<file path="src/design/mul_pkg.sv">
package mul_pkg;

    //////////////////////////////////////////////////////////////////////
    // Widths
    //////////////////////////////////////////////////////////////////////

    // Each operand
    localparam int OPERAND_W = 32;

    // Full product, no truncation
    localparam int PRODUCT_W = 2 * OPERAND_W;

    // One partial product row per multiplier bit
    localparam int NUM_ROWS = OPERAND_W;

    //////////////////////////////////////////////////////////////////////
    // Types
    //////////////////////////////////////////////////////////////////////

    typedef logic [OPERAND_W-1:0] operand_t;

    typedef logic [PRODUCT_W-1:0] product_t;

    // Row i is the multiplicand gated by multiplier bit i, shifted left by i
    typedef product_t [NUM_ROWS-1:0] pp_rows_t;

    // Redundant form of a product
    // carry is already aligned to its weight, value is sum + carry mod 2**64
    typedef struct packed {
        product_t sum;
        product_t carry;
    } carry_save_t;

endpackage

</file>
<file path="src/design/pp_gen.sv">
module pp_gen
    import mul_pkg::*;
(
    input  logic     clk,
    input  logic     arst_n,
    input  logic     in_valid,
    input  operand_t a,
    input  operand_t b,
    output pp_rows_t rows,
    output logic     rows_valid
);

    operand_t a_q;
    operand_t b_q;

    //////////////////////////////////////////////////////////////////////
    // Operand capture
    //////////////////////////////////////////////////////////////////////

    always_ff @(posedge clk or negedge arst_n)
    begin
        if (!arst_n)
        begin
            a_q <= '0;
            b_q <= '0;
        end
        else if (in_valid)
        begin
            a_q <= a;
            b_q <= b;
        end
    end

    always_ff @(posedge clk or negedge arst_n)
    begin
        if (!arst_n)
        begin
            rows_valid <= 1'b0;
        end
        else
        begin
            rows_valid <= in_valid;
        end
    end

    //////////////////////////////////////////////////////////////////////
    // Partial product rows
    //////////////////////////////////////////////////////////////////////

    // AND with one multiplier bit, then move to that bit's weight
    for (genvar i = 0; i < NUM_ROWS; i++)
    begin : g_row
        assign rows[i] = product_t'(a_q & {OPERAND_W{b_q[i]}}) << i;
    end

endmodule

</file>
<file path="src/design/wallace_reduce.sv">
module wallace_reduce
    import mul_pkg::*;
(
    input  logic        clk,
    input  logic        arst_n,
    input  pp_rows_t    rows,
    input  logic        rows_valid,
    output carry_save_t cs,
    output logic        cs_valid
);

    // Rows present at the input of a given layer
    function automatic int rows_at(int layer);
        int n;
        n = NUM_ROWS;
        for (int l = 0; l < layer; l++)
        begin
            n = 2 * (n / 3) + n % 3;
        end
        return n;
    endfunction

    // Layers until only a sum and carry row remain
    function automatic int layers_needed();
        int n;
        int l;
        n = NUM_ROWS;
        l = 0;
        while (n > 2)
        begin
            n = 2 * (n / 3) + n % 3;
            l++;
        end
        return l;
    endfunction

    // 32 -> 22 -> 15 -> 10 -> 7 -> 5 -> 4 -> 3 -> 2
    localparam int NUM_LAYERS = layers_needed();

    product_t tree [NUM_LAYERS+1][NUM_ROWS];

    for (genvar i = 0; i < NUM_ROWS; i++)
    begin : g_in
        assign tree[0][i] = rows[i];
    end

    //////////////////////////////////////////////////////////////////////
    // Carry-save layers
    //////////////////////////////////////////////////////////////////////

    for (genvar l = 0; l < NUM_LAYERS; l++)
    begin : g_layer
        localparam int N_IN   = rows_at(l);
        localparam int N_OUT  = rows_at(l + 1);
        localparam int N_GRP  = N_IN / 3;
        localparam int N_LEFT = N_IN % 3;

        // 3:2 compressor per group, full adder on every bit
        for (genvar g = 0; g < N_GRP; g++)
        begin : g_csa
            product_t x;
            product_t y;
            product_t z;

            assign x = tree[l][3*g];
            assign y = tree[l][3*g+1];
            assign z = tree[l][3*g+2];

            assign tree[l+1][2*g]   = x ^ y ^ z;
            assign tree[l+1][2*g+1] = ((x & y) | (x & z) | (y & z)) << 1;
        end

        // One or two rows fall through to the next layer
        for (genvar r = 0; r < N_LEFT; r++)
        begin : g_pass
            assign tree[l+1][2*N_GRP+r] = tree[l][3*N_GRP+r];
        end

        // Slots past the live rows
        for (genvar u = N_OUT; u < NUM_ROWS; u++)
        begin : g_tie
            assign tree[l+1][u] = '0;
        end
    end

    //////////////////////////////////////////////////////////////////////
    // Output register
    //////////////////////////////////////////////////////////////////////

    always_ff @(posedge clk or negedge arst_n)
    begin
        if (!arst_n)
        begin
            cs <= '0;
        end
        else if (rows_valid)
        begin
            cs.sum   <= tree[NUM_LAYERS][0];
            cs.carry <= tree[NUM_LAYERS][1];
        end
    end

    always_ff @(posedge clk or negedge arst_n)
    begin
        if (!arst_n)
        begin
            cs_valid <= 1'b0;
        end
        else
        begin
            cs_valid <= rows_valid;
        end
    end

endmodule

</file>
<file path="src/design/prefix_adder.sv">
module prefix_adder
    import mul_pkg::*;
#(
    parameter int WIDTH = PRODUCT_W
)
(
    input  logic        clk,
    input  logic        arst_n,
    input  carry_save_t cs,
    input  logic        cs_valid,
    output product_t    product,
    output logic        out_valid
);

    // 00 kill, 10 propagate, 11 generate
    typedef logic [1:0] pgk_t;

    localparam int LEVELS = $clog2(WIDTH);

    logic [WIDTH-1:0] a_in;
    logic [WIDTH-1:0] b_in;
    logic [WIDTH-1:0] carry_in;
    logic [WIDTH-1:0] sum_w;

    pgk_t lvl [LEVELS+1][WIDTH];

    assign a_in = cs.sum[WIDTH-1:0];
    assign b_in = cs.carry[WIDTH-1:0];

    //////////////////////////////////////////////////////////////////////
    // Per-bit codes
    //////////////////////////////////////////////////////////////////////

    // Bit 0 sees a zero carry-in, so propagate there resolves to kill
    assign lvl[0][0] = {2{a_in[0] & b_in[0]}};

    for (genvar i = 1; i < WIDTH; i++)
    begin : g_code
        assign lvl[0][i] = {a_in[i] | b_in[i], a_in[i] & b_in[i]};
    end

    //////////////////////////////////////////////////////////////////////
    // Recursive doubling
    //////////////////////////////////////////////////////////////////////

    // Span doubles each level
    for (genvar k = 0; k < LEVELS; k++)
    begin : g_level
        localparam int SPAN = 1 << k;

        for (genvar i = 0; i < WIDTH; i++)
        begin : g_pos
            if (i < SPAN)
            begin : g_keep
                // Already resolved down to bit 0
                assign lvl[k+1][i] = lvl[k][i];
            end
            else
            begin : g_comb
                assign lvl[k+1][i][0] = lvl[k][i][0] | (lvl[k][i][1] & lvl[k][i-SPAN][0]);
                assign lvl[k+1][i][1] = lvl[k][i][0] | (lvl[k][i][1] & lvl[k][i-SPAN][1]);
            end
        end
    end

    // Resolved codes are kill or generate only
    assign carry_in[0] = 1'b0;

    for (genvar i = 1; i < WIDTH; i++)
    begin : g_carry
        assign carry_in[i] = lvl[LEVELS][i-1][1];
    end

    assign sum_w = a_in ^ b_in ^ carry_in;

    //////////////////////////////////////////////////////////////////////
    // Result register
    //////////////////////////////////////////////////////////////////////

    always_ff @(posedge clk or negedge arst_n)
    begin
        if (!arst_n)
        begin
            product <= '0;
        end
        else if (cs_valid)
        begin
            product <= product_t'(sum_w);
        end
    end

    always_ff @(posedge clk or negedge arst_n)
    begin
        if (!arst_n)
        begin
            out_valid <= 1'b0;
        end
        else
        begin
            out_valid <= cs_valid;
        end
    end

endmodule

</file>
<file path="src/design/wallace_mul.sv">
module wallace_mul
    import mul_pkg::*;
(
    input  logic     clk,
    input  logic     arst_n,
    input  logic     in_valid,
    input  operand_t a,
    input  operand_t b,
    output logic     out_valid,
    output product_t product
);

    pp_rows_t    rows;
    logic        rows_valid;
    carry_save_t cs;
    logic        cs_valid;

    // Stage 1, operand capture and partial products
    pp_gen u_pp_gen (
        .clk        (clk),
        .arst_n     (arst_n),
        .in_valid   (in_valid),
        .a          (a),
        .b          (b),
        .rows       (rows),
        .rows_valid (rows_valid)
    );

    // Stage 2, tree down to two rows
    wallace_reduce u_wallace_reduce (
        .clk        (clk),
        .arst_n     (arst_n),
        .rows       (rows),
        .rows_valid (rows_valid),
        .cs         (cs),
        .cs_valid   (cs_valid)
    );

    // Stage 3, final carry-propagate add
    prefix_adder #(
        .WIDTH (PRODUCT_W)
    ) u_prefix_adder (
        .clk       (clk),
        .arst_n    (arst_n),
        .cs        (cs),
        .cs_valid  (cs_valid),
        .product   (product),
        .out_valid (out_valid)
    );

endmodule

</file>
<file path="config.mk">
export PLATFORM = sky130hd
export DESIGN_NAME = wallace_mul
export DESIGN_NICKNAME = d
export VERILOG_FILES = /design/src/design/mul_pkg.sv /design/src/design/pp_gen.sv /design/src/design/wallace_reduce.sv /design/src/design/prefix_adder.sv /design/src/design/wallace_mul.sv
export SDC_FILE = /design/constraint.sdc
export NUM_CORES = 2
export LEC_CHECK = 0
export BUFFER_PORTS_ARGS = -buffer_cell sky130_fd_sc_hd__buf_2
export CORE_MARGIN = 2
export CORE_UTILIZATION = 60
export CTS_BUF_LIST = sky130_fd_sc_hd__clkbuf_4 sky130_fd_sc_hd__clkbuf_8
export CTS_CLUSTER_DIAMETER = 200
export DETAILED_ROUTE_END_ITERATION = 10
export PLACE_DENSITY = 0.77
export SYNTH_ARGS = -nofsm -noshare
export SYNTH_HDL_FRONTEND = slang
export SYNTH_SLANG_ARGS = --single-unit
export TNS_END_PERCENT = 5
</file>
<file path="constraint.sdc">
create_clock -name clk -period 15.7 [get_ports clk]
set_input_delay 1.57 -clock clk [delete_from_list [all_inputs] [get_ports clk]]
set_output_delay 1.57 -clock clk [all_outputs]
set_load 0.1 [all_outputs]
</file>
==> parameters.txt <==
Parameter                              Value

Logic synthesis
  Count of synthesis-stage warnings from yosys ... 0
  Syn nets ... 5756
  Synthesized cell area ... 43100 um2
  Sequential-to-total area share from yosys stat ... 0.145
  Cells after Synth ... 4514
  Number of distinct standard cells referenced by the synthesized netlist ... 71
  Count of state elements after synthesis ... 249
  Post-Syn Area per Cell ... 9.54 um2
  Proportion of register bits with asynchronous set or reset after synthesis ... 1.00
  Number of flops mapped to enable cells by yosys ... 0
  Primary FF master, synth ... sky130_fd_sc_hd__dfrtp_1

Placement
  Total of buffers placed on input and output ports ... 131
  HPWL reported at the end of detailed placement ... 83600 um
  GP Congestion ... 0.924
  Placed standard-cell area ... 44600 um2

GRT
  Largest net degree at the start of global routing ... 104
  Leftover overflow at the end of global routing ... 0
  Global-route layer with the greatest usage ... met2
  Antenna violations before repair ... 1
  Vias in the first global route ... 33500
  Global-route wire length before repair ... 177000 um
  Total GRT Usage ... 0.307
  GRT met3 Usage ... 0.0416
  Global routing met2 resource utilization ... 0.539
  Met1 demand-to-capacity share in global routing ... 0.367

Floorplan
  Placement row count ... 98
  Die area ... 74000 um2
  Starting density of the core ... 0.605
  Die height ... 272 um
  Top-Level Pins ... 132
  Area of the core region ... 71200 um2
  Horizontal die dimension ... 272 um

Clocking
  Clock latency reported for the late side of the worst-skew pair ... 0.67 ns
  Total of hold buffers inserted after clock tree synthesis ... 0
  TritonCTS buffer count ... 49
  Root Driver ... sky130_fd_sc_hd__clkbuf_8
  Number of buffers on the longest clock path ... 3
  Clock H-tree levels ... 2
  Resized cells post-CTS ... 0
  CTS sink cnt ... 249
  # Post-CTS Setup Buffers ... 0
  CTS tree ... yes
  CTS clk-pin slew, worst paths ... 0.05 ns

Timing
  Post-Route Setup TNS ... 0 ns
  Worst clock skew ... 0.0503 ns
  Max Freq ... 165 MHz
  Final hold violation count ... 0
  Endpoints failing setup ... 0
  Time the final worst path needs with I/O delays and setup ... 6.04 ns
  Fin. max-slew vios ... 0
  Portion of the clock cycle consumed by the worst path in the final layout ... 0.385
  Tightest slew margin relative to the limit ... 0.158
  Setup repair after global routing missed its margin ... false
  Slew at the pin closest to its max-slew limit ... 1.26 ns

Finish
  Area added between synthesis and finish ... 5.92%
  NumNets Final ... 5769
  Finished Core Util ... 0.640
  Post-route design area ... 45600 um2
  Filler cell count ... 5802
  Proportion of layout cells with a drive suffix above 1 ... 0.0938

Setup path
  Req. time, crit path ... 16.19 ns
  Kind of end point of the critical path ... register
  Data arrival time at the worst-slack endpoint ... 6.53 ns
  Worst Path Class, Setup ... reg -> reg
  Type of origin of the critical path ... register
  Maximum fanout count along the critical path ... 33

Job
  MaxCap Viol Count ... 0

Detailed routing
  Drt via density ... 5.55
  ANT nets after route ... 0
  Number of detailed-route iterations in the first pass ... 5
  Via total after detailed routing ... 30600
  # DRC ... 0
  Post-Route WL ... 109000 um
  Count of routing violations after the opening detailed-route iteration ... 1820
  Routed wirelength normalized by instance count ... 19.7 um

Outcome
  Result of the run ... complete, no violations

Min path
  Class of the most critical hold timing path ... reg -> reg
cells by family after synthesis:
| group | synth area share |
|---|---|
| adders and majority gates | 0.500 |
| and+or+nand+nor | 0.159 |
| DFF | 0.145 |
| xor gates and xnor gates | 0.00874 |
| muxes | 0.0313 |
| AOI/OAI and AO/OA | 0.0507 |
| buffers and inverters | 0.106 |
flip-flops by register name, indices dropped and copies added (netlist names):
| register | cells |
|---|---|
| u_wallace_reduce.cs | 118 |
| u_prefix_adder.product | 64 |
| u_pp_gen.a_q | 32 |
| u_pp_gen.b_q | 32 |
| u_pp_gen.rows_valid | 1 |
| u_prefix_adder.out_valid | 1 |
| u_wallace_reduce.cs_valid | 1 |
cell usage in the layout (no fill, tap or decap), drive strengths merged, types with 21 or more instances in the layout:
master	instances
a21oi	76
and2	625
buf	197
clkbuf	71
dfrtp	249
fa	908
ha	267
inv	984
mux2	118
nand2	537
nor2	113
o21ai	173
o21bai	21
xnor2	23
per-stage QoR:
step / hold slack (ns) / setup WS (ns) / cells
after floorplan: 0.352 / 10.48 / 4514
after global placement: 0.468 / 9.80 / 5426
after detailed placement: 0.475 / 9.67 / 5426
after CTS: 0.490 / 9.66 / 5512
after global routing: 0.516 / 9.33 / 5513
final: 0.482 / 9.66 / 5513
critical path, stage by stage (launching register included):
cell and delay (ns):
sky130_fd_sc_hd__dfrtp_1 1.09, sky130_fd_sc_hd__nand2_1 0.22, sky130_fd_sc_hd__fa_1 0.60, sky130_fd_sc_hd__inv_1 0.05, sky130_fd_sc_hd__fa_1 0.47, sky130_fd_sc_hd__inv_1 0.05
sky130_fd_sc_hd__fa_1 0.47, sky130_fd_sc_hd__inv_1 0.06, sky130_fd_sc_hd__fa_1 0.54, sky130_fd_sc_hd__inv_1 0.06, sky130_fd_sc_hd__fa_1 0.50, sky130_fd_sc_hd__inv_1 0.06
sky130_fd_sc_hd__fa_1 0.55, sky130_fd_sc_hd__inv_1 0.05, sky130_fd_sc_hd__fa_1 0.48, sky130_fd_sc_hd__inv_1 0.05, sky130_fd_sc_hd__fa_1 0.42, sky130_fd_sc_hd__nand2_1 0.07
sky130_fd_sc_hd__o21ai_0 0.09
final cells by class:
class | count | area [um2] | area share
diodes | 1 | 2.50 | 0.0000548
clock buffers | 71 | 915 | 0.0200
clock inverters | 15 | 158 | 0.00346
inverters | 982 | 3690 | 0.0808
multi-input cells | 3048 | 32300 | 0.707
flip-flops and latches | 249 | 6240 | 0.137
well taps | 950 | 1190 | 0.0261
repair buffers | 197 | 1160 | 0.0255
synth_stat cells (3+ instances only):
| library cell | instances | area [um2] |
|---|---|---|
| sky130_fd_sc_hd__nand4_1 | 4 | 25.0 |
| sky130_fd_sc_hd__a21boi_0 | 3 | 22.5 |
| sky130_fd_sc_hd__o31ai_1 | 14 | 105 |
| sky130_fd_sc_hd__or2_2 | 4 | 25.0 |
| sky130_fd_sc_hd__nor2_1 | 112 | 420 |
| sky130_fd_sc_hd__o31a_1 | 4 | 35.0 |
| sky130_fd_sc_hd__o21ai_0 | 167 | 836 |
| sky130_fd_sc_hd__ha_1 | 267 | 3340 |
| sky130_fd_sc_hd__and2_1 | 625 | 3910 |
| sky130_fd_sc_hd__o21ai_1 | 3 | 15.0 |
| sky130_fd_sc_hd__nand3_1 | 10 | 50.1 |
| sky130_fd_sc_hd__nand2_1 | 537 | 2020 |
| sky130_fd_sc_hd__nor2b_1 | 18 | 113 |
| sky130_fd_sc_hd__a211o_1 | 3 | 26.3 |
| sky130_fd_sc_hd__o21ai_2 | 3 | 26.3 |
| sky130_fd_sc_hd__clkbuf_1 | 232 | 871 |
| sky130_fd_sc_hd__xor2_1 | 20 | 175 |
| sky130_fd_sc_hd__a21oi_2 | 4 | 35.0 |
| sky130_fd_sc_hd__a31oi_1 | 5 | 31.3 |
| sky130_fd_sc_hd__or4_1 | 4 | 30.0 |
| sky130_fd_sc_hd__o21a_1 | 7 | 52.6 |
| sky130_fd_sc_hd__fa_1 | 908 | 18200 |
| sky130_fd_sc_hd__nor3_1 | 10 | 50.1 |
| sky130_fd_sc_hd__mux2_2 | 118 | 1330 |
| sky130_fd_sc_hd__or3_1 | 8 | 50.1 |
| sky130_fd_sc_hd__o21bai_1 | 21 | 158 |
| sky130_fd_sc_hd__a21o_1 | 3 | 22.5 |
| sky130_fd_sc_hd__inv_1 | 981 | 3680 |
| sky130_fd_sc_hd__nor4_1 | 3 | 18.8 |
| sky130_fd_sc_hd__a211oi_1 | 7 | 52.6 |
| sky130_fd_sc_hd__o211ai_1 | 6 | 45.0 |
| sky130_fd_sc_hd__a21oi_1 | 72 | 360 |
| sky130_fd_sc_hd__o22ai_1 | 3 | 18.8 |
| sky130_fd_sc_hd__nand2b_1 | 9 | 56.3 |
| sky130_fd_sc_hd__dfrtp_1 | 249 | 6230 |
| sky130_fd_sc_hd__xnor2_1 | 23 | 201 |
final timing paths:
kind                                            start                    endpoint  slack [ns]  cells past startpoint
setup / recovery                     u_pp_gen.b_q[29]    u_wallace_reduce.cs[108]        9.66                     18
hold / removal             u_prefix_adder.product[57]  u_prefix_adder.product[57]        0.48                      2
setup reg to reg                     u_pp_gen.b_q[29]    u_wallace_reduce.cs[108]        9.66                     18
hold reg to reg            u_prefix_adder.product[57]  u_prefix_adder.product[57]        0.48                      2
max in group asynchronous                      arst_n    u_wallace_reduce.cs[118]       13.47                      2
min in group asynchronous                      arst_n     u_wallace_reduce.cs[11]        0.87                      1
layer usage:
layer	vias up	wire (um)
met5	-	0
met4	0	6840
met3	376	5890
met2	1018	56000
met1	15900	39900
li1	13300	-
Power is not shown: default switching activity piles up to over one toggle a cycle in this logic, so the estimate is an artifact.
